`config.mk`:
```
export PLATFORM = sky130hd
export DESIGN_NAME = bp_csr_flat
export DESIGN_NICKNAME = d
export VERILOG_FILES = /design/src/hdl/bp_pkg.sv /design/src/hdl/bp_ctrl_if.sv /design/src/hdl/bp_csr.sv /design/src/flat_wrapper.sv
export SDC_FILE = /design/constraint.sdc
export NUM_CORES = 1
export LEC_CHECK = 0
export ABC_AREA = 1
export BUFFER_PORTS_ARGS = -buffer_cell sky130_fd_sc_hd__buf_2
export CORE_MARGIN = 2
export CORE_UTILIZATION = 39
export DETAILED_ROUTE_END_ITERATION = 6
export PLACE_DENSITY = 0.63
export SYNTH_ARGS = -nofsm -noshare
export SYNTH_HDL_FRONTEND = slang
export SYNTH_SLANG_ARGS = --single-unit
```
`constraint.sdc`:
```
create_clock -name clk_i -period 2.05 [get_ports clk_i]
set_clock_uncertainty 0.05 [all_clocks]
set_input_delay 0.41 -clock clk_i [delete_from_list [all_inputs] [get_ports clk_i]]
set_output_delay 0.41 -clock clk_i [all_outputs]
set_load 0.02 [all_outputs]
```
`src/hdl/bp_pkg.sv`:
```
`default_nettype none

package bp_pkg;

    // Table geometry
    localparam int IDX_W   = 8;
    localparam int ENTRIES = 256;
    localparam int GHR_W   = 8;

    // Instruction address, used for PC and branch target
    typedef logic [31:0] addr_t;

    // Global history, bit 0 holds the newest outcome
    typedef logic [GHR_W-1:0] ghr_t;

    // Index into the BTB and the PHT, from PC bits 9:2
    typedef logic [IDX_W-1:0] idx_t;

    // BTB tag, from PC bits 31:10
    typedef logic [31-IDX_W-2:0] tag_t;

    // 2-bit saturating counter, 0 strongly not-taken, 3 strongly taken
    typedef logic [1:0] ctr_t;
    localparam ctr_t CTR_INIT = 2'd1;

    // Wrapping event counter
    typedef logic [31:0] cnt_t;

    // Register byte offsets
    typedef logic [3:0] csr_addr_t;
    localparam csr_addr_t REG_CTRL     = 4'h0;
    localparam csr_addr_t REG_GHR      = 4'h4;
    localparam csr_addr_t REG_UPD_CNT  = 4'h8;
    localparam csr_addr_t REG_MISP_CNT = 4'hC;

    localparam logic [1:0] RESP_OKAY = 2'b00;

endpackage

`default_nettype wire

```
`src/hdl/bp_ctrl_if.sv`:
```
`default_nettype none

interface bp_ctrl_if;

    // Prediction enable from CTRL bit 0
    logic enable;

    // Current global history
    bp_pkg::ghr_t ghr;

    // Resolution events, one cycle wide
    logic upd_evt;
    logic misp_evt;

    // Register block side
    modport csr (output enable, input ghr, input upd_evt, input misp_evt);

    // Predictor side
    modport pht (input enable, output ghr, output upd_evt, output misp_evt);

endinterface

`default_nettype wire

```
`src/hdl/bp_csr.sv`:
```
`default_nettype none

module bp_csr (
    input  wire logic              clk_i,
    input  wire logic              rst_ni,

    input  wire logic              s_axi_awvalid_i,
    input  wire bp_pkg::csr_addr_t s_axi_awaddr_i,
    input  wire logic              s_axi_wvalid_i,
    input  wire logic [31:0]       s_axi_wdata_i,
    input  wire logic              s_axi_bready_i,
    input  wire logic              s_axi_arvalid_i,
    input  wire bp_pkg::csr_addr_t s_axi_araddr_i,
    input  wire logic              s_axi_rready_i,

    output logic                   s_axi_awready_o,
    output logic                   s_axi_wready_o,
    output logic                   s_axi_bvalid_o,
    output logic [1:0]             s_axi_bresp_o,
    output logic                   s_axi_arready_o,
    output logic                   s_axi_rvalid_o,
    output logic [31:0]            s_axi_rdata_o,
    output logic [1:0]             s_axi_rresp_o,

    bp_ctrl_if.csr                 ctrl
);

    logic         bvalid_q;
    logic         rvalid_q;
    logic [31:0]  rdata_q;
    logic         enable_q;
    bp_pkg::cnt_t upd_cnt_q;
    bp_pkg::cnt_t misp_cnt_q;

    logic         wr_en;
    logic         rd_en;
    logic         clr_upd;
    logic         clr_misp;

    // Clear wins over the count, but an event in the same cycle still counts once
    function automatic bp_pkg::cnt_t next_cnt(bp_pkg::cnt_t cur, logic clr, logic evt);
        bp_pkg::cnt_t nxt;
        if (clr) begin
            nxt = evt ? 32'd1 : 32'd0;
        end else if (evt) begin
            nxt = cur + 32'd1;
        end else begin
            nxt = cur;
        end
        return nxt;
    endfunction

    // Address and data are taken together, one write in flight
    assign wr_en    = s_axi_awvalid_i && s_axi_wvalid_i && !bvalid_q;
    assign rd_en    = s_axi_arvalid_i && !rvalid_q;
    assign clr_upd  = wr_en && (s_axi_awaddr_i == bp_pkg::REG_UPD_CNT);
    assign clr_misp = wr_en && (s_axi_awaddr_i == bp_pkg::REG_MISP_CNT);

    always_ff @(posedge clk_i or negedge rst_ni) begin
        if (!rst_ni) begin
            bvalid_q   <= 1'b0;
            enable_q   <= 1'b1;
            upd_cnt_q  <= '0;
            misp_cnt_q <= '0;
        end else begin
            if (bvalid_q && s_axi_bready_i) begin
                bvalid_q <= 1'b0;
            end else if (wr_en) begin
                bvalid_q <= 1'b1;
            end
            if (wr_en && (s_axi_awaddr_i == bp_pkg::REG_CTRL)) begin
                enable_q <= s_axi_wdata_i[0];
            end
            upd_cnt_q  <= next_cnt(upd_cnt_q, clr_upd, ctrl.upd_evt);
            misp_cnt_q <= next_cnt(misp_cnt_q, clr_misp, ctrl.misp_evt);
        end
    end

    // Read response handshake
    always_ff @(posedge clk_i or negedge rst_ni) begin
        if (!rst_ni) begin
            rvalid_q <= 1'b0;
        end else if (rvalid_q && s_axi_rready_i) begin
            rvalid_q <= 1'b0;
        end else if (rd_en) begin
            rvalid_q <= 1'b1;
        end
    end

    // Read data captured with the address
    always_ff @(posedge clk_i) begin
        if (rd_en) begin
            case (s_axi_araddr_i)
                bp_pkg::REG_CTRL:     rdata_q <= {31'd0, enable_q};
                bp_pkg::REG_GHR:      rdata_q <= 32'(ctrl.ghr);
                bp_pkg::REG_UPD_CNT:  rdata_q <= upd_cnt_q;
                bp_pkg::REG_MISP_CNT: rdata_q <= misp_cnt_q;
                default:              rdata_q <= '0;
            endcase
        end
    end

    assign ctrl.enable = enable_q;

    assign s_axi_awready_o = !bvalid_q;
    assign s_axi_wready_o  = !bvalid_q;
    assign s_axi_bvalid_o  = bvalid_q;
    assign s_axi_bresp_o   = bp_pkg::RESP_OKAY;
    assign s_axi_arready_o = !rvalid_q;
    assign s_axi_rvalid_o  = rvalid_q;
    assign s_axi_rdata_o   = rdata_q;
    assign s_axi_rresp_o   = bp_pkg::RESP_OKAY;

endmodule

`default_nettype wire

```
`src/flat_wrapper.sv`:
```
// flat-port wrapper written by rule: the top's interface ports become plain ports
module bp_csr_flat 
  (clk_i, rst_ni, s_axi_awvalid_i, s_axi_awaddr_i, s_axi_wvalid_i, s_axi_wdata_i, s_axi_bready_i, s_axi_arvalid_i, s_axi_araddr_i, s_axi_rready_i, s_axi_awready_o, s_axi_wready_o, s_axi_bvalid_o, s_axi_bresp_o, s_axi_arready_o, s_axi_rvalid_o, s_axi_rdata_o, s_axi_rresp_o, ctrl_enable, ctrl_ghr, ctrl_upd_evt, ctrl_misp_evt);
  bp_ctrl_if ctrl_i ();
  input  wire logic clk_i;
  input  wire logic rst_ni;
  input  wire logic s_axi_awvalid_i;
  input  wire bp_pkg::csr_addr_t s_axi_awaddr_i;
  input  wire logic s_axi_wvalid_i;
  input  wire logic [31:0] s_axi_wdata_i;
  input  wire logic s_axi_bready_i;
  input  wire logic s_axi_arvalid_i;
  input  wire bp_pkg::csr_addr_t s_axi_araddr_i;
  input  wire logic s_axi_rready_i;
  output logic s_axi_awready_o;
  output logic s_axi_wready_o;
  output logic s_axi_bvalid_o;
  output logic [1:0] s_axi_bresp_o;
  output logic s_axi_arready_o;
  output logic s_axi_rvalid_o;
  output logic [31:0] s_axi_rdata_o;
  output logic [1:0] s_axi_rresp_o;
  output wire logic [$bits(ctrl_i.enable)-1:0] ctrl_enable;
  input wire logic [$bits(ctrl_i.ghr)-1:0] ctrl_ghr;
  input wire logic [$bits(ctrl_i.upd_evt)-1:0] ctrl_upd_evt;
  input wire logic [$bits(ctrl_i.misp_evt)-1:0] ctrl_misp_evt;
  assign ctrl_enable = ctrl_i.enable;
  assign ctrl_i.ghr = ctrl_ghr;
  assign ctrl_i.upd_evt = ctrl_upd_evt;
  assign ctrl_i.misp_evt = ctrl_misp_evt;
  bp_csr u_core (.clk_i(clk_i), .rst_ni(rst_ni), .s_axi_awvalid_i(s_axi_awvalid_i), .s_axi_awaddr_i(s_axi_awaddr_i), .s_axi_wvalid_i(s_axi_wvalid_i), .s_axi_wdata_i(s_axi_wdata_i), .s_axi_bready_i(s_axi_bready_i), .s_axi_arvalid_i(s_axi_arvalid_i), .s_axi_araddr_i(s_axi_araddr_i), .s_axi_rready_i(s_axi_rready_i), .s_axi_awready_o(s_axi_awready_o), .s_axi_wready_o(s_axi_wready_o), .s_axi_bvalid_o(s_axi_bvalid_o), .s_axi_bresp_o(s_axi_bresp_o), .s_axi_arready_o(s_axi_arready_o), .s_axi_rvalid_o(s_axi_rvalid_o), .s_axi_rdata_o(s_axi_rdata_o), .s_axi_rresp_o(s_axi_rresp_o), .ctrl(ctrl_i));
endmodule
```
==> reports/results.tsv, run 1 <==
metric	value	unit
status	finished clean	
min_period	1690	ps
htreeDepth	3	
synth_edf_count	32	
pin_count	99	
p_comb_share	22.4	%
grt_pass1_vias	4676	
grt_overflow_total	0	
cellLeakagePower	2.98	nW
cts_resized	0	
setup_viol	0	
power_density	939	mW/mm2
fmaxAchievable	593	MHz
p_sw	0.00205	W
num_antenna_cells	0	
vias	4719	
grt.total_usage	20.4	%
cts_num_sinks	99	
numCtsBuffers	9	
seq_area	0.00264	mm2
port_buffers	63	
whs	169	ps
cts-root-buf	clkbuf_16	
setup_tns	0	ps
drtIter0Drc	340	
drive_gt1_share	16.0	%
clkTransAtPathRegs	70	ps
fp-row-count	43	
coreArea	0.0137	mm2
synth.area.top_cells	dfrtp_1, edfxtp_1, nand2_1	
area.growth.synth_to_final	17.1	%
synth_seq_cells	99	
sequentialPowerShare	46.1	%
hold_class	input pin to flip-flop	
period_share	82.3	%
synthArstFlopShare	67.7	%
fillers	1384	
rr_worst_depth	8	
end_kind	flip-flop	
insertion_delay	350	ps
slew_viol_final	0	
wire_per_inst	14.1	um
die_w	122	um
ys_seq_area_share	48.7	%
synthFlopType	dfrtp_1	
first_pass_iters	4	
cts_tree	done	
swShare	34.4	%
ant_nets	0	
cp.arrival	1880	ps
rsz0062_at_grt	false	
min_path_cells	2	
post_cts_buffers	0	
nets	843	
start_util	39.5	%
hold_viol	0	
synth_cell_types	38	
critPathMaxFanout	4	
dieHeight	122	um
drv_cap	0	
antenna_found_initial	0	
yosys_warnings	0	
drc	0	
via_per_inst	4.87	
critical_path_class	flip-flop to flip-flop	
p_int	0.00390	W
syn_inst	711	
ctsHoldBuffers	1	
synth_top_area_share	30.5	%
dieArea	0.0148	mm2
drt_wl_total	13700	um
syn_area	0.00541	mm2
clkPwrFrac	31.5	%
avgSynthCellArea	7.61	um2
clk_path_buf_depth	2	
grt_pass1_wl	23100	um
grt_max_degree	33	
synth_top_area_cell	dfrtp_1	
crit_path_start_kind	flip-flop	
hpwl	10500	um
critPathRequiredTime	2250	ps
gp_congestion	0.898	
multi_input_area	0.00235	mm2
ir_drop	0.377	mV
power groups by stage:
| stage | Combinational (W) | Clock [W] | Sequential, W |
|---|---|---|---|
| after CTS | 0.00134 | 0.00191 | 0.00273 |
| after detailed placement | 0.00134 | 0 | 0.00277 |
| final | 0.00134 | 0.00188 | 0.00274 |
| after global placement | 0.00131 | 0 | 0.00276 |
| after global routing | 0.00153 | 0.00199 | 0.00279 |
| after floorplan | 0.000891 | 0 | 0.00275 |
metal layers:
layer  up-vias  part of all wire (%)  GRT usage [%]
met5         -                     0              0
met4         0                   2.9           9.41
met3        23                   4.4           3.14
met2        88                    46           32.3
met1      2171                    46           27.5
li1       2437                     -              -
worst max-delay path, stage by stage, from the launching register on:
cell,delay (ps)
dfrtp_1,420
ha_1,230
nand3_1,120
nor2_1,180
nand2_1,80
nor2_1,200
nand3_1,150
nor2_1,110
nor2_1,50
cells by family (layout without fill, tap and decap cells):
group	after synthesis	in the layout	share of synthesized area (%)
buffers and inverters	108	183	8.09
other	1	4	0.0693
AND/OR/NAND/NOR	401	401	31.9
flip-flops	99	99	48.7
AO/OA/AOI/OAI	98	98	10.4
adder cells (fa/ha/maj)	2	2	0.462
multiplexers	1	1	0.208
XOR/XNOR	1	1	0.162
registers in the layout, indices dropped and copies added, names as in the netlist:
name                   cells
u_core.ctrl.enable         1
u_core.misp_cnt_q         32
u_core.s_axi_bvalid_o      1
u_core.s_axi_rdata_o      32
u_core.s_axi_rvalid_o      1
u_core.upd_cnt_q          32
layout make-up:
| class | count | share of cell area [%] |
|---|---|---|
| sequential | 99 | 41.6 |
| timing repair buffer | 77 | 7.27 |
| tap | 180 | 3.55 |
| multi-input combinational | 507 | 37.1 |
| clock inverter | 7 | 1.60 |
| inverter | 90 | 5.33 |
| clock buffer | 9 | 3.55 |
synth_stat cells, types with 5 or more instances:
| master | instances |
|---|---|
| edfxtp_1 | 32 |
| nor3_1 | 8 |
| o221ai_1 | 5 |
| inv_1 | 87 |
| nand4_1 | 9 |
| nor2_1 | 125 |
| a21oi_1 | 33 |
| buf_4 | 5 |
| nor2_4 | 7 |
| o22ai_1 | 9 |
| nor2_2 | 11 |
| nand2_1 | 177 |
| nand2_2 | 9 |
| clkbuf_1 | 8 |
| nand3_1 | 49 |
| dfrtp_1 | 66 |
| o21ai_0 | 36 |
path summary, 6_finish.rpt:
kind | start | end | slack (ps)
max reg2reg | u_core.upd_cnt_q[0]$_DFFE_PN0P_ | u_core.upd_cnt_q[30]$_DFFE_PN0P_ | 360
min | s_axi_bready_i | u_core.s_axi_bvalid_o$_DFFE_PN0P_ | 170
max | u_core.upd_cnt_q[0]$_DFFE_PN0P_ | u_core.upd_cnt_q[30]$_DFFE_PN0P_ | 360
min reg2reg | u_core.upd_cnt_q[2]$_DFFE_PN0P_ | u_core.upd_cnt_q[2]$_DFFE_PN0P_ | 480
max in group asynchronous | rst_ni | u_core.misp_cnt_q[25]$_DFFE_PN0P_ | 920
min in group asynchronous | rst_ni | u_core.misp_cnt_q[0]$_DFFE_PN0P_ | 480
cell usage in the layout (no fill, tap or decap), drive strengths merged, types with 2 or more instances in the layout:
cell	n
clkinvlp	2
inv	91
buf	76
edfxtp	32
a22o	3
o22ai	9
a31oi	2
nand3	50
clkbuf	9
nand3b	3
o21ai	36
nand2	186
nor2	143
ha	2
o221ai	5
conb	4
dfrtp	66
a21oi	33
bufinv	2
o21bai	2
nand4	9
clkinv	2
nor3	9
o211ai	4
metrics by stage:
stage | setup WS, ps | utilization [%] | std cells | instance area (um2) | power, W
final | 363 | 46.2 | 969 | 6340 | 0.00595
after global routing | 180 | 46.2 | 969 | 6340 | 0.00632
after CTS | 384 | 46.2 | 969 | 6340 | 0.00598
after detailed placement | 351 | 43.7 | 952 | 6000 | 0.00410
after global placement | 359 | 43.7 | 952 | 6000 | 0.00408
after floorplan | 240 | - | 714 | 5430 | 0.00365
(Power assumes the default switching activity.)
==> run 2: changes to the inputs <==
==> constraint.sdc (replaced) <==
create_clock -name clk_i -period 1.7 [get_ports clk_i]
set_clock_uncertainty 0.05 [all_clocks]
set_input_delay 0.34 -clock clk_i [delete_from_list [all_inputs] [get_ports clk_i]]
set_output_delay 0.34 -clock clk_i [all_outputs]
set_load 0.02 [all_outputs]
==> reports/results.tsv, run 2 (synthesis results as in run 1) <==
metric	value	unit	change
status	finished clean		unchanged
gp_congestion	0.884		was 0.898
antenna_found_initial	0		unchanged
setup_viol	0		unchanged
clkTransAtPathRegs	70	ps	about the same
cp.arrival	1760	ps	was 1880 ps
whs	106	ps	was 169 ps
min_period	1560	ps	was 1690 ps
rsz0062_at_grt	false		unchanged
crit_buf_inv	1		was 0
wire_per_inst	14.4	um	was 14.1 um
cts_tree	done		unchanged
final_cell_mix	nand2_1, nor2_1, inv_1		unchanged
ir_drop	0.505	mV	was 0.377 mV
period_share	91.7	%	was 82.3%
nets	846		was 843
critPathTopFamily	simple AND/OR/NAND/NOR gates		unchanged
grt_pass1_wl	22700	um	was 23,100 um
rr_worst_depth	10		was 8
area.growth.synth_to_final	17.1	%	about the same
ant_nets	0		unchanged
critPathRequiredTime	1900	ps	was 2250 ps
final_common_cell	nand2_1		unchanged
drt_wl_total	14000	um	was 13,700 um
drc	0		unchanged
insertion_delay	360	ps	was 350 ps
r2r-end	u_core.upd_cnt_q[20]$_DFFE_PN0P_		was u_core.upd_cnt_q[30]$_DFFE_PN0P_
min_path_cells	2		unchanged
holdPathEnd	u_core.s_axi_bvalid_o$_DFFE_PN0P_		unchanged
clk_path_buf_depth	2		unchanged
critical_path_class	flip-flop to flip-flop		unchanged
hold_class	input pin to flip-flop		unchanged
dieHeight	122	um	unchanged
grt_max_degree	68		was 33
num_antenna_cells	0		unchanged
coreArea	0.0137	mm2	unchanged
hold_viol	0		unchanged
drive_gt1_share	16.5	%	was 16.0%
max_stage_delay	370	ps	was 420 ps
slew_viol_final	0		unchanged
cts-root-buf	clkbuf_16		unchanged
vias	4827		was 4,719
end_kind	flip-flop		unchanged
worstPathCellList	ha_1, nand2_2, nor2_4, nand2_2, nor2_4, inv_2, nor2_2, nand2_1, nand2_1, nor2_1		was ha_1, nand3_1, nor2_1, nand2_1, nor2_1, nand3_1, nor2_1, nor2_1
fp-row-count	43		unchanged
r2r_slack	140	ps	was 360 ps
hpwl	10500	um	about the same
grt_overflow_total	0		unchanged
r2r-start	u_core.upd_cnt_q[1]$_DFFE_PN0P_		was u_core.upd_cnt_q[0]$_DFFE_PN0P_
cp_slowest_cell	dfrtp_1		unchanged
first_pass_iters	6		was 4
grt.total_usage	20.0	%	was 20.4%
cellLeakagePower	2.97	nW	was 2.98 nW
via_per_inst	4.97		was 4.87
crit_path_start_kind	flip-flop		unchanged
pin_count	99		unchanged
fillers	1399		was 1,384
die_w	122	um	unchanged
power_density	1100	mW/mm2	was 939 mW/mm2
drv_cap	0		unchanged
setup_tns	0	ps	unchanged
dieArea	0.0148	mm2	unchanged
numCtsBuffers	9		unchanged
critPathLaunch	u_core.upd_cnt_q[1]$_DFFE_PN0P_		was u_core.upd_cnt_q[0]$_DFFE_PN0P_
fmaxAchievable	641	MHz	was 593 MHz
grt_pass1_vias	4418		was 4,676
drtIter0Drc	511		was 340
cts_num_sinks	99		unchanged
critPathMaxFanout	7		was 4
start_util	39.5	%	unchanged
hp-start	s_axi_bready_i		unchanged
port_buffers	63		unchanged
htreeDepth	3		unchanged
## run 2: changes by cell type in the layout (fill, tap and decap cells not counted)
| cell | previous run | this run |
|---|---|---|
| buf_4 | 10 | 14 |
| clkinv_2 | 0 | 3 |
| nor2_1 | 125 | 122 |
| nor2_4 | 7 | 10 |
| clkinv_4 | 2 | 0 |
| buf_12 | 3 | 2 |
| bufinv_16 | 2 | 1 |
| clkbuf_1 | 0 | 1 |
| clkinv_1 | 0 | 1 |
| inv_1 | 87 | 86 |
| inv_6 | 1 | 0 |
| nand3_2 | 1 | 0 |
| nand3_4 | 0 | 1 |
## run 2: worst reg2reg max path: cells and delay by family, from the launching register on
family / cells / cell delay [ps]
flops: 1 / 370
buf+inv: 1 / 50
simple gates: 8 / 780
fa+ha+maj: 1 / 210
## run 2: report_power, final
part	internal [W]	switching [W]
sequential	0.00291	0.000363
clock	0.00113	0.000899
combinational	0.000535	0.00117
## run 2: worst max path at each step
stage,to,cells past startpoint
6_report,u_core.upd_cnt_q[20]$_DFFE_PN0P_,10
5_1_grt,u_core.misp_cnt_q[28]$_DFFE_PN0P_,8
4_1_cts,u_core.misp_cnt_q[20]$_DFFE_PN0P_,8
3_5_place_dp,u_core.s_axi_rdata_o[16]$_DFFE_PP_,5
3_3_place_gp,u_core.misp_cnt_q[20]$_DFFE_PN0P_,8
2_1_floorplan,u_core.s_axi_rdata_o[0]$_DFFE_PP_,3
## run 2: per-stage QoR
stage	utilization (%)	cells	power, W	setup WS, ps	cell area [um2]
2_1_floorplan	-	714	0.00440	79.6	5430
3_3_place_gp	43.8	955	0.00496	101	6010
3_5_place_dp	43.8	955	0.00498	66.4	6010
4_1_cts	46.0	972	0.00702	83.6	6310
5_1_grt	46.2	972	0.00742	1.31	6340
6_report	46.2	972	0.00700	141	6340
## run 2: layout make-up
type                            count  area [um2]  share of cell area [%]
Clock buffer                       10         229                    3.61
Clock inverter                      6        56.3                   0.888
Inverter                           90         342                    5.39
Multi-Input combinational cell    507        2380                    37.5
Sequential cell                    99        2640                    41.6
Tap cell                          180         225                    3.55
Timing Repair Buffer               80         470                    7.42
## run 2: layer usage
layer	part of all wire, %	global-route usage, %	vias to the layer above
met5	0	0	-
met4	0.90	4.74	0
met3	4.2	4.63	8
met2	48	32.5	92
met1	47	27.1	2272
li1	-	-	2455
## run 2: repair_timing
item,4_1_cts,5_1_grt
gates resized for setup,0,7
endpoints found under the setup margin,0,11
hold endpoints to repair,66,0
setup buffers,0,0
hold buffers,1,0
==> run 3: changes to the inputs <==
--- a/config.mk
+++ b/config.mk
@@ -11,6 +11,8 @@
 export CORE_UTILIZATION = 39
 export DETAILED_ROUTE_END_ITERATION = 6
 export PLACE_DENSITY = 0.63
+export RECOVER_POWER = 100
+export SKIP_CTS_REPAIR_TIMING = 1
 export SYNTH_ARGS = -nofsm -noshare
 export SYNTH_HDL_FRONTEND = slang
 export SYNTH_SLANG_ARGS = --single-unit
==> reports/results.tsv, run 3 (synthesis results as in run 1) <==
metric	value	unit	change
rsz0062_at_grt	false		unchanged
post-place-ws	66.4	ps	unchanged
grt_pass1_wl	22700	um	unchanged
crit_path_start_kind	flip-flop		unchanged
nets	846		unchanged
drv_cap	0		unchanged
fillers	1426		was 1,399
end_kind	flip-flop		unchanged
final_util	45.4	%	was 46.2%
clk_path_buf_depth	2		unchanged
p_comb_share	23.7	%	was 24.3%
postPlaceCellArea	0.00601	mm2	unchanged
clkTransAtPathRegs	70	ps	about the same
htreeDepth	3		unchanged
area.growth.synth_to_final	15.0	%	was 17.1%
dr_wl_met3	638	um	was 591 um
rr_worst_depth	10		unchanged
port_buffers	63		unchanged
setup_viol	0		unchanged
min_period	1560	ps	about the same
dieArea	0.0148	mm2	unchanged
insertion_delay	360	ps	about the same
cts_tree	done		unchanged
postLayoutCellArea	0.00623	mm2	was 0.00634 mm2
wire_per_inst	14.4	um	about the same
drive_gt1_share	10.7	%	was 16.5%
cts-root-buf	clkbuf_16		unchanged
top_layer	met4		unchanged
fp-row-count	43		unchanged
vias	4778		was 4,827
hpwl	10500	um	unchanged
power_density	1120	mW/mm2	was 1100 mW/mm2
antenna_found_initial	0		unchanged
min_path_cells	2		unchanged
placed_cells	955		unchanged
critical_path_class	flip-flop to flip-flop		unchanged
p_int	0.00454	W	was 0.00457 W
wl_met1	6520	um	was 6540 um
cp.arrival	1760	ps	about the same
cts_num_sinks	99		unchanged
p_sw	0.00241	W	was 0.00243 W
ant_nets	0		unchanged
clkPwrFrac	29.2	%	was 29.0%
status	finished clean		unchanged
wl_met2	6650	um	was 6780 um
fmaxAchievable	641	MHz	about the same
drt_wl_total	14000	um	about the same
dieHeight	122	um	unchanged
critPathMaxFanout	7		unchanged
grt_pass1_vias	4418		unchanged
tightest_slew	976	ps	
setup_ws	139	ps	was 141 ps
hold_viol	0		unchanged
final_common_cell	nand2_1		unchanged
via_per_inst	4.92		was 4.97
sequentialPowerShare	47.1	%	was 46.8%
numCtsBuffers	9		unchanged
start_util	39.5	%	unchanged
drc	0		unchanged
cellLeakagePower	2.83	nW	was 2.97 nW
swShare	34.7	%	about the same
gp_congestion	0.884		unchanged
grt_max_degree	68		unchanged
slew_headroom	34.9	%	
grt.total_usage	20.0	%	unchanged
num_antenna_cells	0		unchanged
instances_no_fill	972		unchanged
critPathRequiredTime	1900	ps	about the same
first_pass_iters	6		unchanged
hold_class	input pin to flip-flop		unchanged
period_share	91.8	%	was 91.7%
ir_drop	0.506	mV	was 0.505 mV
grt_overflow_total	0		unchanged
die_w	122	um	unchanged
setup_tns	0	ps	unchanged
drtIter0Drc	478		was 511
coreArea	0.0137	mm2	unchanged
slew_viol_final	0		unchanged
pin_count	99		unchanged
final_cell_mix	nand2_1, nor2_1, inv_1		unchanged
-- run 3: cell types whose count changed in the layout (fill, tap and decap cells not counted), sizes merged --
cell and delta:
buf -45, clkbuf +45
-- run 3: power by group through the flow --
stage                     logic, W  registers, W  clock network, W
after floorplan            0.00108       0.00332                 0
after global placement     0.00165       0.00330                 0
after detailed placement   0.00168       0.00330                 0
after CTS                  0.00168       0.00326           0.00207
after global routing       0.00186       0.00333           0.00217
final                      0.00165       0.00327           0.00203
-- run 3: worst paths after layout --
| kind | end | slack [ps] | from |
|---|---|---|---|
| max | u_core.upd_cnt_q[20]$_DFFE_PN0P_ | 140 | u_core.upd_cnt_q[1]$_DFFE_PN0P_ |
| min | u_core.s_axi_bvalid_o$_DFFE_PN0P_ | 110 | s_axi_bready_i |
| max reg2reg | u_core.upd_cnt_q[20]$_DFFE_PN0P_ | 140 | u_core.upd_cnt_q[1]$_DFFE_PN0P_ |
| min reg2reg | u_core.upd_cnt_q[2]$_DFFE_PN0P_ | 480 | u_core.upd_cnt_q[2]$_DFFE_PN0P_ |
| max in group asynchronous | u_core.upd_cnt_q[23]$_DFFE_PN0P_ | 230 | rst_ni |
| min in group asynchronous | u_core.misp_cnt_q[3]$_DFFE_PN0P_ | 730 | rst_ni |
-- run 3: stage by stage --
step / total power (W) / hold slack (ps)
after CTS: 0.00702 / -34.1
after global placement: 0.00496 / 351
after detailed placement: 0.00498 / 346
after global routing: 0.00736 / 95.4
after floorplan: 0.00440 / -5.59
final: 0.00695 / 106
-- run 3: final cells by class --
type | count | area [um2] | share of cell area (%)
clock buffer | 10 | 229 | 3.68
clock inverter | 6 | 56.3 | 0.904
tap | 180 | 225 | 3.62
timing repair buffer | 80 | 380 | 6.11
inverter | 90 | 342 | 5.49
multi-input combinational | 507 | 2360 | 37.8
sequential | 99 | 2640 | 42.4
-- run 3: critical path: stages (launching register included) --
cell and delay (ps):
dfrtp_1 370, ha_1 210, nand2_2 90, nor2_4 160
nand2_2 100, nor2_4 180, inv_2 50, nor2_2 90
nand2_1 60, nand2_1 60, nor2_1 40
-- run 3: per-layer routing --
layer,track usage [%],vias up
li1,-,2445
met1,27.1,2238
met2,32.5,82
met3,4.68,13
met4,4.74,0
met5,0,-
